### src/verilog/soc_sysctl_cfg.svh
`ifndef SOC_SYSCTL_CFG_SVH
`define SOC_SYSCTL_CFG_SVH

// Bus geometry
`define SOC_ARCH_W 32
`define SOC_ADDR_W 30

// Slot index sits above the word offset, each slot is 1024 words
`define SOC_SLOT_LSB 10
`define SOC_SLOT_W 2

`define SOC_GPIO_CNT 8

// Counter sizes
`define SOC_RST_CNTR_W 6
`define SOC_ACT_CNTR_W 1

// Device table layout and ids
`define SOC_DEVTBL_RSTREG 255
`define SOC_ID_DEVTBL 7
`define SOC_ID_GPIO 6
`define SOC_ID_INVALID 0

// GPIO register map
`define SOC_GPIO_OUT_REG 0
`define SOC_GPIO_IN_REG 1

`endif

### src/verilog/soc_sysctl_pkg.sv
`default_nettype none

`include "soc_sysctl_cfg.svh"

package soc_sysctl_pkg;

	typedef logic [`SOC_ARCH_W-1:0] arch_data_t;
	typedef logic [`SOC_ADDR_W-1:0] pi1_addr_t;
	typedef logic [(`SOC_ARCH_W/8)-1:0] byte_sel_t;
	typedef logic [`SOC_SLOT_LSB-1:0] word_off_t;
	typedef logic [`SOC_GPIO_CNT-1:0] gpio_t;

	// PI1 operation code as driven by the master
	typedef enum logic [1:0] {
		PI1_NOP = 2'd0,
		PI1_WR = 2'd1,
		PI1_RD = 2'd2
	} pi1_op_e;

	// Slot value doubles as the device table entry index
	typedef enum logic [`SOC_SLOT_W-1:0] {
		SLOT_DEVTBL = 2'd0,
		SLOT_GPIO = 2'd1,
		SLOT_INVALID = 2'd2
	} slot_e;

endpackage

`default_nettype wire

### src/verilog/pi1_decode.sv
`timescale 1ns/100ps
`default_nettype none

`include "soc_sysctl_cfg.svh"

module pi1_decode (
	input wire logic clk_4x_w,
	input wire logic sys_rst_i,
	input soc_sysctl_pkg::pi1_op_e pi1_op_i,
	input soc_sysctl_pkg::pi1_addr_t pi1_addr_i,
	input soc_sysctl_pkg::arch_data_t pi1_data_i,
	input soc_sysctl_pkg::byte_sel_t pi1_sel_i,
	output logic pi1_rdy_o,
	output soc_sysctl_pkg::pi1_op_e dec_op_o,
	output soc_sysctl_pkg::slot_e dec_slot_o,
	output soc_sysctl_pkg::word_off_t dec_off_o,
	output soc_sysctl_pkg::arch_data_t dec_data_o,
	output soc_sysctl_pkg::byte_sel_t dec_sel_o
);

	logic accept_w;
	logic [`SOC_SLOT_W-1:0] slot_idx_w;
	soc_sysctl_pkg::slot_e slot_w;

	// No back-pressure, the bus is open whenever the system runs
	assign pi1_rdy_o = ~sys_rst_i;
	assign accept_w = (pi1_op_i != soc_sysctl_pkg::PI1_NOP) & pi1_rdy_o;

	assign slot_idx_w = pi1_addr_i[`SOC_SLOT_LSB +: `SOC_SLOT_W];

	// Unmapped indices fall to the default slave
	always_comb begin
		case (slot_idx_w)
			2'd0: slot_w = soc_sysctl_pkg::SLOT_DEVTBL;
			2'd1: slot_w = soc_sysctl_pkg::SLOT_GPIO;
			default: slot_w = soc_sysctl_pkg::SLOT_INVALID;
		endcase
	end

	always_ff @(posedge clk_4x_w) begin
		if (sys_rst_i) begin
			dec_op_o <= soc_sysctl_pkg::PI1_NOP;
		end else begin
			dec_op_o <= accept_w ? pi1_op_i : soc_sysctl_pkg::PI1_NOP;
		end
	end

	// Request payload, only meaningful alongside a valid op
	always_ff @(posedge clk_4x_w) begin
		if (accept_w) begin
			dec_slot_o <= slot_w;
			dec_off_o <= pi1_addr_i[`SOC_SLOT_LSB-1:0];
			dec_data_o <= pi1_data_i;
			dec_sel_o <= pi1_sel_i;
		end
	end

endmodule

`default_nettype wire

### src/verilog/pi1_result.sv
`timescale 1ns/100ps
`default_nettype none

`include "soc_sysctl_cfg.svh"

module pi1_result (
	input wire logic clk_4x_w,
	input wire logic sys_rst_i,
	input soc_sysctl_pkg::pi1_op_e dec_op_i,
	input soc_sysctl_pkg::arch_data_t dt_rdata_i,
	input soc_sysctl_pkg::arch_data_t gpio_rdata_i,
	input soc_sysctl_pkg::gpio_t gpio_out_i,
	output soc_sysctl_pkg::arch_data_t pi1_data_o,
	output soc_sysctl_pkg::gpio_t gp_o
);

	logic activity_r;
	logic [`SOC_ACT_CNTR_W-1:0] act_cntr_r;

	// Idle slaves hold zero, so an OR is enough to merge them
	assign pi1_data_o = dt_rdata_i | gpio_rdata_i;

	// Activity pulse, the counter dims it by skipping cycles after each pulse
	always_ff @(posedge clk_4x_w) begin
		if (sys_rst_i) begin
			activity_r <= 1'b0;
			act_cntr_r <= '0;
		end else if (act_cntr_r != '0) begin
			activity_r <= 1'b0;
			act_cntr_r <= act_cntr_r - 1'b1;
		end else if (dec_op_i != soc_sysctl_pkg::PI1_NOP) begin
			activity_r <= 1'b1;
			act_cntr_r <= '1;
		end else begin
			activity_r <= 1'b0;
		end
	end

	assign gp_o = gpio_out_i | soc_sysctl_pkg::gpio_t'(activity_r);

endmodule

`default_nettype wire

### src/verilog/soc_devtbl.sv
`timescale 1ns/100ps
`default_nettype none

`include "soc_sysctl_cfg.svh"

module soc_devtbl (
	input wire logic clk_4x_w,
	input wire logic sys_rst_i,
	input soc_sysctl_pkg::pi1_op_e dec_op_i,
	input soc_sysctl_pkg::slot_e dec_slot_i,
	input soc_sysctl_pkg::word_off_t dec_off_i,
	input soc_sysctl_pkg::arch_data_t dec_data_i,
	input soc_sysctl_pkg::byte_sel_t dec_sel_i,
	output soc_sysctl_pkg::arch_data_t dt_rdata_o,
	output logic dt_rst0_o,
	output logic dt_rst1_o
);

	logic rd_hit_w;
	logic rst_wr_w;
	soc_sysctl_pkg::arch_data_t entry_w;

	// Table entry: interrupt-use flag in bit 31, device id in the low half
	function automatic soc_sysctl_pkg::arch_data_t dev_entry(
		input logic [15:0] id,
		input logic use_intr
	);
		return {use_intr, 15'd0, id};
	endfunction

	assign rd_hit_w = (dec_op_i == soc_sysctl_pkg::PI1_RD) &
		(dec_slot_i == soc_sysctl_pkg::SLOT_DEVTBL);

	assign rst_wr_w = (dec_op_i == soc_sysctl_pkg::PI1_WR) &
		(dec_slot_i == soc_sysctl_pkg::SLOT_DEVTBL) &
		(dec_off_i == soc_sysctl_pkg::word_off_t'(`SOC_DEVTBL_RSTREG)) &
		dec_sel_i[0];

	// Entry k describes slot k; nothing raises interrupts here
	always_comb begin
		case (dec_off_i)
			soc_sysctl_pkg::word_off_t'(soc_sysctl_pkg::SLOT_DEVTBL):
				entry_w = dev_entry(16'(`SOC_ID_DEVTBL), 1'b0);
			soc_sysctl_pkg::word_off_t'(soc_sysctl_pkg::SLOT_GPIO):
				entry_w = dev_entry(16'(`SOC_ID_GPIO), 1'b0);
			soc_sysctl_pkg::word_off_t'(soc_sysctl_pkg::SLOT_INVALID):
				entry_w = dev_entry(16'(`SOC_ID_INVALID), 1'b0);
			default:
				entry_w = '0;
		endcase
	end

	always_ff @(posedge clk_4x_w) begin
		dt_rdata_o <= rd_hit_w ? entry_w : '0;
	end

	// Reset request bits, seen by the sequencer one cycle later
	always_ff @(posedge clk_4x_w) begin
		if (sys_rst_i) begin
			dt_rst0_o <= 1'b0;
			dt_rst1_o <= 1'b0;
		end else if (rst_wr_w) begin
			dt_rst0_o <= dec_data_i[0];
			dt_rst1_o <= dec_data_i[1];
		end
	end

endmodule

`default_nettype wire

### src/verilog/soc_gpio.sv
`timescale 1ns/100ps
`default_nettype none

`include "soc_sysctl_cfg.svh"

module soc_gpio (
	input wire logic clk_4x_w,
	input wire logic sys_rst_i,
	input soc_sysctl_pkg::pi1_op_e dec_op_i,
	input soc_sysctl_pkg::slot_e dec_slot_i,
	input soc_sysctl_pkg::word_off_t dec_off_i,
	input soc_sysctl_pkg::arch_data_t dec_data_i,
	input soc_sysctl_pkg::byte_sel_t dec_sel_i,
	input soc_sysctl_pkg::gpio_t gp_i,
	output soc_sysctl_pkg::arch_data_t gpio_rdata_o,
	output soc_sysctl_pkg::gpio_t gpio_out_o
);

	soc_sysctl_pkg::gpio_t gp_meta_r;
	soc_sysctl_pkg::gpio_t gp_sync_r;
	logic sel_w;
	logic out_wr_w;
	logic rd_w;
	soc_sysctl_pkg::arch_data_t rword_w;

	assign sel_w = (dec_slot_i == soc_sysctl_pkg::SLOT_GPIO);
	assign rd_w = sel_w & (dec_op_i == soc_sysctl_pkg::PI1_RD);
	assign out_wr_w = sel_w & (dec_op_i == soc_sysctl_pkg::PI1_WR) &
		(dec_off_i == soc_sysctl_pkg::word_off_t'(`SOC_GPIO_OUT_REG)) & dec_sel_i[0];

	// Two flop synchronizer on the pins
	always_ff @(posedge clk_4x_w) begin
		gp_meta_r <= gp_i;
		gp_sync_r <= gp_meta_r;
	end

	always_ff @(posedge clk_4x_w) begin
		if (sys_rst_i) begin
			gpio_out_o <= '0;
		end else if (out_wr_w) begin
			gpio_out_o <= dec_data_i[`SOC_GPIO_CNT-1:0];
		end
	end

	always_comb begin
		case (dec_off_i)
			soc_sysctl_pkg::word_off_t'(`SOC_GPIO_OUT_REG):
				rword_w = soc_sysctl_pkg::arch_data_t'(gpio_out_o);
			soc_sysctl_pkg::word_off_t'(`SOC_GPIO_IN_REG):
				rword_w = soc_sysctl_pkg::arch_data_t'(gp_sync_r);
			default:
				rword_w = '0;
		endcase
	end

	// Zero unless this slot is being read
	always_ff @(posedge clk_4x_w) begin
		gpio_rdata_o <= rd_w ? rword_w : '0;
	end

endmodule

`default_nettype wire

### src/verilog/soc_rst_seq.sv
`timescale 1ns/100ps
`default_nettype none

`include "soc_sysctl_cfg.svh"

module soc_rst_seq (
	input wire logic clk_4x_w,
	input wire logic rst_p,
	input wire logic dt_rst0_i,
	input wire logic dt_rst1_i,
	output logic sys_rst_o
);

	logic [`SOC_RST_CNTR_W-1:0] rst_cntr_r;
	logic pwroff_r;
	logic cold_rst_w;
	logic warm_rst_w;
	logic pwroff_w;

	// Software request decoding from the device table reset bits
	assign cold_rst_w = dt_rst1_i & dt_rst0_i;
	assign warm_rst_w = dt_rst1_i & ~dt_rst0_i;
	assign pwroff_w = ~dt_rst1_i & dt_rst0_i;

	// Without a global set/reset primitive a cold reset just restarts the count
	always_ff @(posedge clk_4x_w) begin
		if (rst_p) begin
			rst_cntr_r <= '1;
		end else if (cold_rst_w | warm_rst_w) begin
			rst_cntr_r <= '1;
		end else if (rst_cntr_r != '0) begin
			rst_cntr_r <= rst_cntr_r - 1'b1;
		end
	end

	// Power-off holds the system until the next external reset
	always_ff @(posedge clk_4x_w) begin
		if (rst_p) begin
			pwroff_r <= 1'b0;
		end else if (pwroff_w) begin
			pwroff_r <= 1'b1;
		end
	end

	assign sys_rst_o = (rst_cntr_r != '0) | pwroff_r;

endmodule

`default_nettype wire

### src/verilog/soc_sysctl_top.sv
`timescale 1ns/100ps
`default_nettype none

module soc_sysctl_top (
	input wire logic clk_4x_w,
	input wire logic rst_p,
	input soc_sysctl_pkg::pi1_op_e pi1_op_i,
	input soc_sysctl_pkg::pi1_addr_t pi1_addr_i,
	input soc_sysctl_pkg::arch_data_t pi1_data_i,
	input soc_sysctl_pkg::byte_sel_t pi1_sel_i,
	output soc_sysctl_pkg::arch_data_t pi1_data_o,
	output logic pi1_rdy_o,
	input soc_sysctl_pkg::gpio_t gp_i,
	output soc_sysctl_pkg::gpio_t gp_o,
	output logic sys_rst_o
);

	// Decode stage outputs
	soc_sysctl_pkg::pi1_op_e dec_op_w;
	soc_sysctl_pkg::slot_e dec_slot_w;
	soc_sysctl_pkg::word_off_t dec_off_w;
	soc_sysctl_pkg::arch_data_t dec_data_w;
	soc_sysctl_pkg::byte_sel_t dec_sel_w;

	// Slave read words and side outputs
	soc_sysctl_pkg::arch_data_t dt_rdata_w;
	soc_sysctl_pkg::arch_data_t gpio_rdata_w;
	soc_sysctl_pkg::gpio_t gpio_out_w;
	logic dt_rst0_w;
	logic dt_rst1_w;

	soc_rst_seq i_rst_seq (
		.clk_4x_w(clk_4x_w),
		.rst_p(rst_p),
		.dt_rst0_i(dt_rst0_w),
		.dt_rst1_i(dt_rst1_w),
		.sys_rst_o(sys_rst_o)
	);

	pi1_decode i_decode (
		.clk_4x_w(clk_4x_w),
		.sys_rst_i(sys_rst_o),
		.pi1_op_i(pi1_op_i),
		.pi1_addr_i(pi1_addr_i),
		.pi1_data_i(pi1_data_i),
		.pi1_sel_i(pi1_sel_i),
		.pi1_rdy_o(pi1_rdy_o),
		.dec_op_o(dec_op_w),
		.dec_slot_o(dec_slot_w),
		.dec_off_o(dec_off_w),
		.dec_data_o(dec_data_w),
		.dec_sel_o(dec_sel_w)
	);

	soc_devtbl i_devtbl (
		.clk_4x_w(clk_4x_w),
		.sys_rst_i(sys_rst_o),
		.dec_op_i(dec_op_w),
		.dec_slot_i(dec_slot_w),
		.dec_off_i(dec_off_w),
		.dec_data_i(dec_data_w),
		.dec_sel_i(dec_sel_w),
		.dt_rdata_o(dt_rdata_w),
		.dt_rst0_o(dt_rst0_w),
		.dt_rst1_o(dt_rst1_w)
	);

	soc_gpio i_gpio (
		.clk_4x_w(clk_4x_w),
		.sys_rst_i(sys_rst_o),
		.dec_op_i(dec_op_w),
		.dec_slot_i(dec_slot_w),
		.dec_off_i(dec_off_w),
		.dec_data_i(dec_data_w),
		.dec_sel_i(dec_sel_w),
		.gp_i(gp_i),
		.gpio_rdata_o(gpio_rdata_w),
		.gpio_out_o(gpio_out_w)
	);

	pi1_result i_result (
		.clk_4x_w(clk_4x_w),
		.sys_rst_i(sys_rst_o),
		.dec_op_i(dec_op_w),
		.dt_rdata_i(dt_rdata_w),
		.gpio_rdata_i(gpio_rdata_w),
		.gpio_out_i(gpio_out_w),
		.pi1_data_o(pi1_data_o),
		.gp_o(gp_o)
	);

endmodule

`default_nettype wire
### config.mk
export PLATFORM = sky130hd
export DESIGN_NAME = soc_sysctl_top
export DESIGN_NICKNAME = d
export VERILOG_FILES = /design/src/verilog/soc_sysctl_pkg.sv /design/src/verilog/pi1_decode.sv /design/src/verilog/pi1_result.sv /design/src/verilog/soc_devtbl.sv /design/src/verilog/soc_gpio.sv /design/src/verilog/soc_rst_seq.sv /design/src/verilog/soc_sysctl_top.sv
export VERILOG_INCLUDE_DIRS = /design/src /design/src/verilog
export SDC_FILE = /design/constraint.sdc
export NUM_CORES = 1
export LEC_CHECK = 0
export BUFFER_PORTS_ARGS = -buffer_cell sky130_fd_sc_hd__buf_2
export CAP_MARGIN = 20
export CORE_MARGIN = 2
export CORE_UTILIZATION = 51
export CTS_BUF_LIST = sky130_fd_sc_hd__clkbuf_2
export CTS_CLUSTER_DIAMETER = 200
export DETAILED_ROUTE_END_ITERATION = 7
export PLACE_DENSITY = 0.87
export SYNTH_ARGS = -nofsm -noshare
export SYNTH_HDL_FRONTEND = slang
export SYNTH_SLANG_ARGS = --single-unit
### constraint.sdc
create_clock -name clk_4x_w -period 6 [get_ports clk_4x_w]
set_clock_uncertainty 0.1 [all_clocks]
set_input_delay 0 -clock clk_4x_w [delete_from_list [all_inputs] [get_ports clk_4x_w]]
set_output_delay 0 -clock clk_4x_w [all_outputs]
set_load 0.005 [all_outputs]
==> impl_metrics.tcl <==
set metrics [dict create \
    final_hold_viol_count 0 \
    port-buffer-count 50 \
    drive_gt1_share_pct 27.30 \
    path_class "reg2reg" \
    cts_setup_buffers 0 \
    core_area_sq_um 4692 \
    wl_met1_mm 1.681 \
    worstReg2RegStart "i_rst_seq.rst_cntr_r[0]" \
    grt_pass1_wl_mm 6.913 \
    fin_nets 357 \
    status "complete, no violations" \
    yosysUniqueCellTypes 30 \
    antenna_cells 0 \
    antenna_found_initial 0 \
    clk_latency_ps 480 \
    drc_errors 0 \
    hold_end "i_gpio.gp_meta_r[4]" \
    final.setup.tns_ps 0 \
    die_y_microns 73.31 \
    period_needed_ps 2752 \
    cts-root-buf "clkbuf_2" \
    critPathRequiredTime_ps 6010 \
    synth_top_area_cell "dfxtp_1" \
    top_layer_used "met4" \
    end_kind "register" \
    path_max_fanout 21 \
    num_rows 25 \
    slew_viol_final 0 \
    worstHoldPathType "in2reg" \
    synth_common_cells "dfxtp_1 (47), buf_4 (36), edfxtp_1 (21), nor2_1 (17), mux2i_1 (11)" \
    async_reset_ff_share_pct 0 \
    r2r_cells 6 \
    grt_max_degree 22 \
    met3_length_microns 287 \
    rsz0062_at_grt "false" \
    setup-violations-final 0 \
    synthTopCellsByArea "dfxtp_1 (38%), edfxtp_1 (26%), buf_4 (11%), mux2i_1 (4.5%), a22o_1 (2.9%)" \
    wl_met2_mm 2.381 \
    maxCapViolations 0 \
    drtAntennaViolNets 0 \
    grt_pass1_vias 1546 \
    synth_fa_ha_area_share_pct 1.021 \
    post-route-period-util_pct 45.87 \
    dr_total_vias 1608 \
    tightestPinTransition_ps 1046 \
    instances_no_fill 336 \
    syn_area_sq_um 2450 \
    numCtsBuffers 9 \
    whs_path_depth 2 \
    maxSlewHeadroom_pct 29.74 \
    dr.pass1.iters 4 \
    cts_resized 0 \
    fp.dieW_microns 73.31 \
    die-area_sq_um 5374 \
    ios 120 \
    worst_setup_path_start_kind "register" \
    worstReg2RegEnd "i_decode.dec_off_o[3]" \
    cts_tree "done" \
    synth-xor-area-share_pct 0.7150 \
    final.setup.worst_slack_ps 3248 \
    start_util_pct 52.21 \
    area_growth_pct 22.78 \
    ir_drop_mv 0.1790 \
    synth_cells 199 \
    vias_per_cell 4.786 \
    r2r_setup_slack_ps 3250 \
    cts_sinks 68 \
    htree_levels 3 \
    clk_pin_slew_ps 180 \
    ys_seq_area_share_pct 64.15 \
    crit_arrival_ps 2760 \
    syn_avg_cell_area_sq_um 12.31 \
    synth_mux_area_share_pct 4.494 \
    synth_simple_gate_area_share_pct 13.07 \
    ys.flop_type "dfxtp_1" \
    synth-edff-count 21 \
    synth_top_family_by_area "simple AND/OR/NAND/NOR gates" \
    synth_compound_area_share_pct 3.984 \
    synth-seq-cells 68 \
    overflow 0 \
    yosys_warnings 0 \
    hold_start "gp_i[4]" \
    synth_most_common_cell "dfxtp_1" \
    p_leak_nw 1.294 \
    dp.cells 287 \
    postLayoutCellArea_sq_um 3008 \
    drt_iter0_markers 55 \
    wl_mm 4.396 \
    wire_per_inst_microns 13.08 \
    yosysTopAreaCellShare_pct 38.41 \
    clk_path_buf_depth 2 \
    pre_cts_ws_ps 3264 \
    grt_usage_pct 17.77 \
    dpl_cell_area_sq_um 2575 \
    fmax_ghz 0.3633 \
    hpwlAfterDp_mm 2.539 \
    p_per_area_nw_per_um2 257.3 \
    gp_congestion 0.6819 \
]
==> routing by layer <==
metal	vias to the layer above	global-route usage, %
li1	781	-
met1	757	19.08
met2	65	31.53
met3	5	4.801
met4	0	9.697
met5	-	0
==> worst max-delay path, stage by stage, from the launching register on <==
cell,delay (ps)
dfxtp_1,360
inv_1,100
ha_1,160
nor2b_1,200
nand2_1,160
or2_2,460
nor2_2,830
==> state kept, by name (all words and copies together), names as in the netlist <==
signal and cells:
i_decode.dec_data_o 8, i_decode.dec_off_o 10, i_decode.dec_op_o 2, i_decode.dec_sel_o 1, i_decode.dec_slot_o 2, i_devtbl.dt_rdata_o 2
i_devtbl.dt_rst0_o 1, i_devtbl.dt_rst1_o 1, i_gpio.gp_meta_r 8, i_gpio.gp_sync_r 8, i_gpio.gpio_out_o 8, i_gpio.gpio_rdata_o 8
i_result.act_cntr_r 1, i_result.activity_r 1, i_rst_seq.pwroff_r 1, i_rst_seq.rst_cntr_r 6
==> where the power goes <==
part / leakage [nW] / internal [mW] / switching, mW
Clock: 0.0717 / 0.0977 / 0.155
Combinational: 0.648 / 0.0236 / 0.0134
Sequential: 0.574 / 0.481 / 0.00274
Total: 1.29 / 0.602 / 0.172
==> final cells by class <==
class                           instances  area [sq um]
Clock buffer                           11         55.05
Clock inverter                          5         52.55
Fill cell                             349          1684
Inverter                                6         22.52
Multi-Input combinational cell        109         663.1
Sequential cell                        68          1572
Tap cell                               54         67.56
Timing Repair Buffer                   83         575.6
==> through the flow <==
step | util (%) | hold slack [ps] | power [mW]
6_report | 64.11 | 39.91 | 0.7738
3_5_place_dp | 54.88 | 3.588 | 0.5130
2_1_floorplan | - | -72.28 | 0.5129
4_1_cts | 64.00 | 10.11 | 0.7758
5_1_grt | 64.11 | 1.224 | 0.8084
3_3_place_gp | 54.88 | 2.660 | 0.5122
==> worst max path at each step <==
| stage | start | to | cells past startpoint |
|---|---|---|---|
| finish | i_rst_seq.rst_cntr_r[0] | i_decode.dec_off_o[3] | 6 |
| CTS | i_rst_seq.rst_cntr_r[0] | i_decode.dec_data_o[2] | 6 |
| global placement | i_rst_seq.rst_cntr_r[0] | i_decode.dec_data_o[2] | 6 |
| global route | i_rst_seq.rst_cntr_r[0] | i_decode.dec_off_o[3] | 6 |
| detailed placement | i_rst_seq.rst_cntr_r[0] | i_decode.dec_data_o[5] | 6 |
| floorplan | i_rst_seq.rst_cntr_r[0] | i_decode.dec_data_o[0] | 8 |
==> cells by family after synthesis <==
logic type                 Yosys count
buffers and inverters               45
other                                1
xor gates and xnor gates             2
AOI/OAI and AO/OA                   13
muxes                               11
and+or+nand+nor                     57
DFF                                 68
adders and majority gates            2
==> cells in the final DEF (no fill, tap or decap) <==
master	instances
dfxtp_1	47
a22o_1	8
dlygate4sd3_1	32
and2_1	2
and2_0	1
nand4_1	2
or4b_4	1
xnor2_1	1
edfxtp_1	21
mux2i_1	11
or4_4	1
nand3_1	2
clkinvlp_4	1
nor2b_1	2
nor4_4	1
nor4_1	4
bufinv_16	1
xor2_1	1
buf_2	51
or3b_2	1
a21oi_1	3
nor2_1	16
clkinv_2	3
ha_1	2
nor2_2	1
nor3_1	7
or2_2	5
nand2_1	7
or4bb_1	1
conb_1	24
or3_1	3
inv_1	6
clkbuf_2	11
a211oi_1	1
o21ai_0	1
==> repair_timing <==
action                                  CTS  global route
hold buffers                             32             0
endpoints found under the setup margin    0             0
endpoints found under the hold margin    38             0
Power figures use the tool's default switching activity.
